===== config.mk =====
export PLATFORM = sky130hd
export DESIGN_NAME = psgWaveTop
export DESIGN_NICKNAME = d
export VERILOG_FILES = /design/src/common/busPkg.sv /design/src/common/psgPkg.sv /design/src/channel/waveChannel.sv /design/src/verilog/busArbiter.sv /design/src/verilog/psgWaveTop.sv /design/src/verilog/waveFetchEngine.sv /design/src/verilog/waveMixer.sv
export SDC_FILE = /design/constraint.sdc
export NUM_CORES = 2
export LEC_CHECK = 0
export ABC_AREA = 1
export BUFFER_PORTS_ARGS = -buffer_cell sky130_fd_sc_hd__clkbuf_2
export CAP_MARGIN = 30
export CORE_MARGIN = 2
export CORE_UTILIZATION = 57
export DETAILED_ROUTE_END_ITERATION = 10
export PLACE_DENSITY_LB_ADDON = 0.25
export SLEW_MARGIN = 5
export SYNTH_ARGS = -nofsm -noshare
export SYNTH_HDL_FRONTEND = slang
export SYNTH_SLANG_ARGS = --single-unit
export TNS_END_PERCENT = 10

===== constraint.sdc =====
create_clock -name clk -period 7.9 [get_ports clk]
set_input_delay 1.58 -clock clk [delete_from_list [all_inputs] [get_ports clk]]
set_output_delay 1.58 -clock clk [all_outputs]
set_load 0.05 [all_outputs]

===== src/common/busPkg.sv =====
package busPkg;

	// ========================================
	// wave memory bus
	// ========================================

	// byte-wide wave memory, 64K samples
	localparam int MemAddrW = 16;
	localparam int MemDataW = 8;

	// a wave table address is {table base, sample index}
	// the base picks one of 1024 tables of 64 samples each
	localparam int TableBaseW = 10;

endpackage


===== src/common/psgPkg.sv =====
package psgPkg;

	// ========================================
	// channel geometry
	// ========================================

	localparam int NumChannels = 8;
	localparam int ChanW = $clog2(NumChannels);

	// phase accumulator, the top IndexW bits select the sample
	localparam int PhaseW = 22;
	localparam int IndexW = 6;

	// ========================================
	// sample path
	// ========================================

	localparam int SampleW = 8;
	localparam int VolumeW = 4;
	// sample times volume, shifted back down by VolumeW
	localparam int ScaledW = 8;
	// headroom for adding all channels
	localparam int MixW = ScaledW + ChanW;

	// ========================================
	// channel register word
	// ========================================

	localparam int RegWordW = 16;
	localparam int SpareW = RegWordW - VolumeW - busPkg::TableBaseW;

	typedef struct packed {
		logic [VolumeW-1:0] volume;
		logic [SpareW-1:0] spare;
		logic [busPkg::TableBaseW-1:0] tableBase;
	} waveWord_s;

	// regSel 0 writes a phase increment, regSel 1 writes volume and table base
	typedef union packed {
		logic [RegWordW-1:0] freqView;
		waveWord_s waveView;
	} chanRegWord_u;

endpackage


===== src/channel/waveChannel.sv =====
module waveChannel (
	input logic clk,
	input logic rst,
	input logic ce,
	input logic regWe,
	input logic regSel,
	input psgPkg::chanRegWord_u regData,
	input logic sel,
	input logic rdStrobe,
	input logic [busPkg::MemDataW-1:0] rdData,
	output logic req,
	output logic [busPkg::MemAddrW-1:0] addr,
	output logic signed [psgPkg::ScaledW-1:0] scaled
);
	import psgPkg::*;
	import busPkg::*;

	logic [RegWordW-1:0] freq;
	logic [VolumeW-1:0] volume;
	logic [TableBaseW-1:0] tableBase;
	logic [PhaseW-1:0] phase;
	logic [IndexW-1:0] index;
	logic [IndexW-1:0] lastIndex;
	logic signed [SampleW-1:0] sample;
	logic signed [SampleW+VolumeW:0] product;

	// ========================================
	// register writes
	// ========================================

	always_ff @(posedge clk) begin
		if (rst) begin
			freq <= '0;
			volume <= '0;
			tableBase <= '0;
		end else if (regWe) begin
			if (regSel) begin
				volume <= regData.waveView.volume;
				tableBase <= regData.waveView.tableBase;
			end else begin
				freq <= regData.freqView;
			end
		end
	end

	// ========================================
	// phase and sample request
	// ========================================

	always_ff @(posedge clk) begin
		if (rst) begin
			phase <= '0;
		end else if (ce) begin
			phase <= phase + PhaseW'(freq);
		end
	end

	assign index = phase[PhaseW-1 -: IndexW];

	// a new sample is wanted whenever the index has moved past the one held
	assign req = index != lastIndex;
	assign addr = {tableBase, index};

	// only the bus owner takes the returned byte
	always_ff @(posedge clk) begin
		if (rst) begin
			lastIndex <= '0;
			sample <= '0;
		end else if (sel && rdStrobe) begin
			lastIndex <= index;
			sample <= rdData;
		end
	end

	// ========================================
	// volume scaling
	// ========================================

	// volume is unsigned, so it gets a zero sign bit before the multiply
	assign product = sample * $signed({1'b0, volume});

	always_ff @(posedge clk) begin
		if (rst) begin
			scaled <= '0;
		end else begin
			scaled <= ScaledW'(product >>> VolumeW);
		end
	end

endmodule


===== src/verilog/busArbiter.sv =====
module busArbiter (
	input logic clk,
	input logic rst,
	input logic ce,
	input logic busFree,
	input logic [psgPkg::NumChannels-1:0] req,
	output logic [psgPkg::NumChannels-1:0] sel,
	output logic [psgPkg::ChanW-1:0] seln
);
	import psgPkg::*;

	logic [NumChannels-1:0] nextSel;
	logic [ChanW-1:0] nextSeln;

	// scan downwards so that the lowest requester is the last one written
	always_comb begin
		nextSel = '0;
		nextSeln = '0;
		for (int i = NumChannels - 1; i >= 0; i--) begin
			if (req[i]) begin
				nextSel = '0;
				nextSel[i] = 1'b1;
				nextSeln = ChanW'(i);
			end
		end
	end

	// ownership moves only when the bus is idle on an enabled cycle
	// with no requester the last owner keeps the bus
	always_ff @(posedge clk) begin
		if (rst) begin
			sel <= '0;
			seln <= '0;
		end else if (ce && busFree && |req) begin
			sel <= nextSel;
			seln <= nextSeln;
		end
	end

	// ========================================
	// checks
	// ========================================

	selOneHot: assert property (
		@(posedge clk) disable iff (rst)
		$onehot0(sel)
	);

	// no change of owner while a read is in flight or the clock is not enabled
	ownerFrozen: assert property (
		@(posedge clk) disable iff (rst)
		!(ce && busFree) |=> $stable(sel) && $stable(seln)
	);

	selnMatch: assert property (
		@(posedge clk) disable iff (rst)
		(sel != '0) |-> (sel == (NumChannels'(1) << seln))
	);

endmodule


===== src/verilog/psgWaveTop.sv =====
module psgWaveTop (
	input logic clk,
	input logic rst,
	input logic ce,
	input logic regWe,
	input logic [psgPkg::ChanW-1:0] regChan,
	input logic regSel,
	input psgPkg::chanRegWord_u regData,
	input logic memRdValid,
	input logic [busPkg::MemDataW-1:0] memRdData,
	output logic memReq,
	output logic [busPkg::MemAddrW-1:0] memAddr,
	output logic [psgPkg::ChanW-1:0] memChan,
	output logic signed [psgPkg::MixW-1:0] mixOut
);
	import psgPkg::*;
	import busPkg::*;

	logic [NumChannels-1:0] chanWe;
	logic [NumChannels-1:0] req;
	logic [NumChannels-1:0] sel;
	logic [ChanW-1:0] seln;
	logic busFree;
	logic rdStrobe;
	logic [MemDataW-1:0] rdData;
	logic [NumChannels*MemAddrW-1:0] chanAddr;
	logic [NumChannels*ScaledW-1:0] scaled;

	// ========================================
	// wave channels
	// ========================================

	for (genvar i = 0; i < NumChannels; i++) begin : chanGen
		// register write reaches only the addressed channel
		assign chanWe[i] = regWe && (regChan == ChanW'(i));

		waveChannel i_waveChannel (
			.clk(clk),
			.rst(rst),
			.ce(ce),
			.regWe(chanWe[i]),
			.regSel(regSel),
			.regData(regData),
			.sel(sel[i]),
			.rdStrobe(rdStrobe),
			.rdData(rdData),
			.req(req[i]),
			.addr(chanAddr[i*MemAddrW +: MemAddrW]),
			.scaled(scaled[i*ScaledW +: ScaledW])
		);
	end

	// ========================================
	// shared bus and output
	// ========================================

	busArbiter i_busArbiter (
		.clk(clk),
		.rst(rst),
		.ce(ce),
		.busFree(busFree),
		.req(req),
		.sel(sel),
		.seln(seln)
	);

	waveFetchEngine i_waveFetchEngine (
		.clk(clk),
		.rst(rst),
		.ce(ce),
		.sel(sel),
		.seln(seln),
		.req(req),
		.chanAddr(chanAddr),
		.memRdValid(memRdValid),
		.memRdData(memRdData),
		.busFree(busFree),
		.rdStrobe(rdStrobe),
		.rdData(rdData),
		.memReq(memReq),
		.memAddr(memAddr),
		.memChan(memChan)
	);

	waveMixer i_waveMixer (
		.clk(clk),
		.rst(rst),
		.scaledIn(scaled),
		.mixOut(mixOut)
	);

endmodule


===== src/verilog/waveFetchEngine.sv =====
module waveFetchEngine (
	input logic clk,
	input logic rst,
	input logic ce,
	input logic [psgPkg::NumChannels-1:0] sel,
	input logic [psgPkg::ChanW-1:0] seln,
	input logic [psgPkg::NumChannels-1:0] req,
	input logic [psgPkg::NumChannels*busPkg::MemAddrW-1:0] chanAddr,
	input logic memRdValid,
	input logic [busPkg::MemDataW-1:0] memRdData,
	output logic busFree,
	output logic rdStrobe,
	output logic [busPkg::MemDataW-1:0] rdData,
	output logic memReq,
	output logic [busPkg::MemAddrW-1:0] memAddr,
	output logic [psgPkg::ChanW-1:0] memChan
);
	import psgPkg::*;
	import busPkg::*;

	typedef enum logic {
		Idle,
		Busy
	} fetchState_e;

	fetchState_e state;
	logic [NumChannels-1:0] ownedReq;

	// at most one bit survives, the owner's own request
	assign ownedReq = sel & req;

	// ========================================
	// read issue
	// ========================================

	// the owner's request is stale during rdStrobe, it drops at the next edge
	assign memReq = (state == Idle) && ce && |ownedReq && !rdStrobe;
	assign memAddr = chanAddr[seln*MemAddrW +: MemAddrW];
	assign memChan = seln;

	// the issue cycle already counts as taken, so the owner cannot move under it
	assign busFree = (state == Idle) && !memReq;

	always_ff @(posedge clk) begin
		if (rst) begin
			state <= Idle;
		end else begin
			case (state)
				Idle: begin
					if (memReq) begin
						state <= Busy;
					end
				end
				Busy: begin
					// latency is open ended, the memory decides
					if (memRdValid) begin
						state <= Idle;
					end
				end
				default: state <= Idle;
			endcase
		end
	end

	// ========================================
	// data return
	// ========================================

	always_ff @(posedge clk) begin
		if (rst) begin
			rdStrobe <= 1'b0;
		end else begin
			rdStrobe <= (state == Busy) && memRdValid;
		end
	end

	always_ff @(posedge clk) begin
		if (memRdValid) begin
			rdData <= memRdData;
		end
	end

	// a read keeps the bus taken in the cycle after it is issued
	singleRead: assert property (
		@(posedge clk) disable iff (rst)
		memReq |=> !memReq && !busFree
	);

	strobeAfterValid: assert property (
		@(posedge clk) disable iff (rst)
		rdStrobe |-> $past(memRdValid)
	);

endmodule


===== src/verilog/waveMixer.sv =====
module waveMixer (
	input logic clk,
	input logic rst,
	input logic [psgPkg::NumChannels*psgPkg::ScaledW-1:0] scaledIn,
	output logic signed [psgPkg::MixW-1:0] mixOut
);
	import psgPkg::*;

	logic signed [ScaledW-1:0] sample [NumChannels];
	logic signed [ScaledW:0] pairSum [NumChannels/2];
	logic signed [ScaledW+1:0] quadSum [NumChannels/4];

	// ========================================
	// adder tree
	// ========================================

	// each level grows by one bit, so no level can overflow
	always_comb begin
		for (int i = 0; i < NumChannels; i++) begin
			sample[i] = scaledIn[i*ScaledW +: ScaledW];
		end
		for (int i = 0; i < NumChannels/2; i++) begin
			pairSum[i] = (ScaledW+1)'(sample[2*i]) + (ScaledW+1)'(sample[2*i+1]);
		end
		for (int i = 0; i < NumChannels/4; i++) begin
			quadSum[i] = (ScaledW+2)'(pairSum[2*i]) + (ScaledW+2)'(pairSum[2*i+1]);
		end
	end

	// last add sits right in front of the output register
	always_ff @(posedge clk) begin
		if (rst) begin
			mixOut <= '0;
		end else begin
			mixOut <= MixW'(quadSum[0]) + MixW'(quadSum[1]);
		end
	end

endmodule

== Yosys cells after proc, flatten, opt, wreduce, memory -nomap -nowiden ==
Cells that the tools add are included.

* Flip-flop bits (word level): 624
* Bits of input ports: 33
* Output and inout bits: 31
* Logic and storage cells: 167

* Add/subtract/negate cells: 15
* Multiply operators: 8
* Equality and inequality tests: 15
* Shift-type cells: 1
* Multiplexer cells: 19
* Bitwise gates (word level): 3
* Reductions and logical operators: 44

{| class="wikitable"
|+ Operator list
! operator !! count
|-
| 22-bit by 16-bit adder with 22-bit output || 8
|-
| 128-bit by 8-bit variable part select with 16-bit output || 1
|-
| 8-bit by 5-bit multiplier with 12-bit output || 8
|-
| 8-bit 2-to-1 mux || 8
|-
| 6-bit inequality test || 8
|-
| 8-bit by 8-bit adder with 9-bit output || 4
|-
| 2-bit AND reduction || 16
|-
| 3-bit 2-to-1 mux || 8
|-
| 1-bit logical AND || 23
|-
| 9-bit by 9-bit adder with 10-bit output || 2
|-
| 8-bit OR reduction || 2
|-
| 3-bit equality test (second input constant) || 4
|-
| 10-bit by 10-bit adder with 11-bit output || 1
|-
| 8-bit AND || 1
|-
| 3-bit by 2-bit equality test with 1-bit output (second input constant) || 2
|-
| 3-bit by 1-bit equality test with 1-bit output (second input constant) || 1
|-
| 3-bit zero test || 1
|-
| 1-bit zero test || 2
|-
| 1-bit 2-to-1 mux || 2
|-
| 1-bit NOT || 2
|-
| 1-bit one-hot mux with 2 select lines || 1
|}

== Depth between registers and ports, before layout ==
* Word-level depth: 9
* Gate-level depth with buffers: 19

== By module ==
Synthesis repeated with hierarchy kept, for this count alone.

* Cell total of the unflattened synthesis: 6678
* Area total of the unflattened synthesis: 44451.4 sq um

{| class="wikitable"
|+ By module, submodules not included
! module !! instances !! cells each !! area each (sq um) !! seq. area each (sq um)
|-
| waveChannel (chanGen[5].i_waveChannel ...) || 3 || 749 || 4998.5 || 1481.4
|-
| waveChannel (chanGen[2].i_waveChannel) || 1 || 749 || 5034.8 || 1481.4
|-
| waveChannel (chanGen[3].i_waveChannel) || 1 || 749 || 5002.3 || 1481.4
|-
| waveChannel (chanGen[4].i_waveChannel) || 1 || 749 || 5001.0 || 1481.4
|-
| waveChannel (chanGen[1].i_waveChannel) || 1 || 749 || 4989.8 || 1481.4
|-
| waveChannel (chanGen[0].i_waveChannel) || 1 || 744 || 4966.0 || 1481.4
|-
| waveMixer || 1 || 262 || 2174.6 || 220.2
|-
| waveFetchEngine || 1 || 337 || 1675.4 || 280.3
|-
| busArbiter || 1 || 75 || 548.0 || 220.2
|-
| psgWaveTop || 1 || 17 || 63.8 || 0.0
|}

== Worst setup path before layout ==
Ideal clock, no wire load.

* Path kind: input to output
* From: input ce
* To: output memReq
* Data arrival time: 2.672 ns
* Setup slack: 3.648 ns
* Stages: 7
* Cells stage by stage: buf_2 > inv_1 > nor2_1 > inv_1 > nor2_1 > nand2_1 > inv_1

* Word-level cells in the longest chain between the ends: 3

{| class="wikitable"
|+ Ends and longest elaborated chain
! item !! RTL line !! source
|-
| start, declared || psgWaveTop.sv:4 || <nowiki>input logic ce,</nowiki>
|-
| 1-bit logical AND (3 in a row) || waveFetchEngine.sv:37 || <nowiki>assign memReq = (state == Idle) && ce && |ownedReq && !rdStrobe;</nowiki>
|-
| end, declared || psgWaveTop.sv:11 || <nowiki>output logic memReq,</nowiki>
|}

No other way between the ends.

== Final worst setup path ==
Same ends and word-level chain as after synthesis.

==> results.txt <==
Worst slew margin = 30.6%
via/cell ratio = 5.35
Final Setup Violations = 0
largest net degree at the start of global routing = 184
io pins = 64
final core occ = 62.1%
Starting DRT DRC Count = 2763
worst hold slack = 0.445 ns
Clk Tree Root Cell = clkbuf_16
Register Area = 12600 um^2
fin nets = 6361
WL per Instance = 15.4 um
antenna violations before repair = 3
die span in y = 273 um
most frequent cells in the layout = 1055 x nand2_1, 979 x inv_1, 738 x nor2_1
synthesized area = 41200 um^2
WL met3 = 5.73 mm
core area = 71600 um^2
Resized Gates After CTS = 0
Port Buf Inserts = 63
syn nets = 6451
num rows = 98
vias in the first global route = 34400
RSZ-0062 raised after global routing = false
most common cell after layout, fill and taps aside = nand2_1
H-tree levels = 3
Unique masters post-synth = 48
status = completed
post-synthesis mux area share = 0%
Mean Syn Cell Area = 6.93 um^2
fraction of layout cells with a size suffix above 1 = 4.82%
Synth Area in XOR/XNOR = 2.40%
clk buf depth = 3
final total power = 7.22 mW
PwrDens = 162 nW/um^2
CTS tree = built
Setup Skew = 0.0231 ns
Final HPWL DP = 73.9 mm
M1 WL = 46.4 mm
total gr overflow = 0
post-route setup TNS = 0 ns
post-route ant nets = 0
Post-synth EDFFs = 8
Syn-to-layout area delta = 7.90%
CP arrival = 4.00 ns
routability cong. = 0.923
WP data required = 6.32 ns
# fillers = 6616
Pleak = 21.9 nW
met2 WL post-DR = 49.3 mm
max-cap violation count = 0
fin crit period = 5.58 ns
Total GRT Usage = 28.4%
Max Fclk = 0.179 GHz
Die W = 273 um
worst hold path type = reg2reg
Initial Util = 57.6%
Adder-Cell Fraction of Synth Area = 17.5%
total die area = 74500 um^2
crit path kind = in2out
DR DRC count = 0
post-synthesis simple-gate area fraction = 21.2%
crit path max fanout = 77
Synth Area in Compound Gates = 16.5%
Synth warnings = 0
Worst-Skew Late Latency = 0.62 ns
Area after DPL = 42000 um^2
largest family of logic cells by synthesized area = simple AND/OR/NAND/NOR gates
number of buffers created by CTS = 73
DRT Pass-1 Iters = 7
endpoint class of the critical path = output pin
Worst-Margin Slew = 1.03 ns
cells after synthesis = 5948
Worst-path clk slew = 0.06 ns
design area = 44500 um^2
max-slew violations = 0
first-pass GRT wire length = 173 mm
final count of hold timing violations = 0
synthesized flop and latch total = 624
detailed-route via count = 36700
Hold Buf Count CTS = 0
clock sinks = 624
Seq/Total Area, Yosys = 30.5%
Routed WL = 106 mm
Max VDD drop = 0.157 mV
post-CTS setup buffers = 0
Async SR Flop Fraction = 0%
startpoint types = primary input
Tcrit/Tclk final = 70.7%
area of the multi-input gates = 23800 um^2
top routing layer used = met4
dominant synthesized flop cell = dfxtp_1
-- cells by family (layout without fill, tap and decap cells) --
| group | count (synthesis) | count (layout) |
|---|---|---|
| AOI/OAI and AO/OA | 1280 | 1280 |
| adders and majority gates | 470 | 470 |
| buffers and inverters | 1285 | 1255 |
| and+or+nand+nor | 2176 | 2176 |
| DFF | 624 | 624 |
| other | 0 | 1 |
| xor gates and xnor gates | 113 | 113 |
-- Yosys cell counts, types with 2 or more instances --
library cell / n / share of area (%)
a221oi_1: 16 / 0.34
a211oi_1: 4 / 0.073
a21boi_1: 3 / 0.055
edfxtp_1: 8 / 0.58
o21ai_1: 25 / 0.30
buf_4: 6 / 0.11
a31oi_1: 30 / 0.46
nor2_1: 739 / 6.7
dfxtp_1: 616 / 30
o311ai_1: 2 / 0.042
buf_6: 2 / 0.055
nand2b_1: 3 / 0.046
fa_1: 179 / 8.7
nand4_1: 33 / 0.50
ha_1: 291 / 8.8
o211ai_1: 14 / 0.25
a21o_1: 34 / 0.62
a21oi_1: 580 / 7.0
buf_1: 25 / 0.23
o21bai_1: 16 / 0.29
clkbuf_1: 202 / 1.8
clkinv_1: 5 / 0.046
o31ai_1: 3 / 0.055
o21ai_0: 520 / 6.3
nand2_1: 1055 / 9.6
xor2_1: 63 / 1.3
inv_1: 982 / 8.9
o2111ai_1: 8 / 0.17
nor3_1: 38 / 0.46
nor4_1: 13 / 0.20
nor2_2: 13 / 0.20
nand3_1: 271 / 3.3
nand2_2: 3 / 0.046
o21a_1: 13 / 0.24
xnor2_1: 50 / 1.1
a21boi_0: 8 / 0.15
inv_2: 43 / 0.39
buf_2: 19 / 0.23
nor2_4: 4 / 0.11
-- report_power, final --
| group | internal [mW] | switching (mW) |
|---|---|---|
| sequential | 3.23 | 0.0629 |
| combinational | 0.161 | 0.367 |
| clock | 2.01 | 1.39 |
| total | 5.39 | 1.82 |
-- sequential cells by signal, summed over array words and instances (netlist names), 11 cells and up --
name	cells
chanGen.i_waveChannel.lastIndex	48
chanGen.i_waveChannel.phase	176
chanGen.i_waveChannel.tableBase	80
chanGen.i_waveChannel.scaled	64
chanGen.i_waveChannel.freq	128
chanGen.i_waveChannel.volume	32
chanGen.i_waveChannel.sample	64
i_waveMixer.mixOut	11
-- per-stage QoR --
step                instances  setup WS (ns)
global route             6869           2.14
floorplan                5948           3.65
global placement         6726           2.36
CTS                      6866           2.37
finish                   6869           2.32
detailed placement       6731           2.37
-- worst max-delay path: stages --
cell      delay [ns]
buf_6           0.43
clkinv_2        0.56
nor2_1          0.37
inv_1           0.07
nor2_1          0.22
nand2_1         0.17
inv_1           0.21
clkbuf_2        0.32
-- routing by layer --
metal | GRT usage [%] | vias up
met5 | 0 | -
met4 | 11.2 | 0
met3 | 3.23 | 226
met2 | 48.3 | 917
met1 | 37.0 | 16900
li1 | - | 18700
-- final timing paths --
| path | start | to | slack [ns] | depth (start not counted) |
|---|---|---|---|---|
| worst max register to register | chanGen[3].i_waveChannel.scaled[2] | i_waveMixer.mixOut[8] | 3.88 | 19 |
| worst max-delay path | ce | memReq | 2.32 | 8 |
| worst min register to register | chanGen[0].i_waveChannel.tableBase[2] | chanGen[0].i_waveChannel.tableBase[2] | 0.44 | 2 |
| worst min-delay path | chanGen[0].i_waveChannel.tableBase[2] | chanGen[0].i_waveChannel.tableBase[2] | 0.44 | 2 |
-- layout make-up --
| class | count | share of cell area, % |
|---|---|---|
| Antenna cell | 1 | 0.00562 |
| Sequential cell | 624 | 28.3 |
| Clock buffer | 100 | 4.72 |
| Tap cell | 950 | 2.67 |
| Timing Repair Buffer | 90 | 1.43 |
| Clock inverter | 35 | 0.765 |
| Multi-Input combinational cell | 4039 | 53.4 |
| Inverter | 1030 | 8.71 |
No activity file was read; power rests on OpenSTA's default activity.
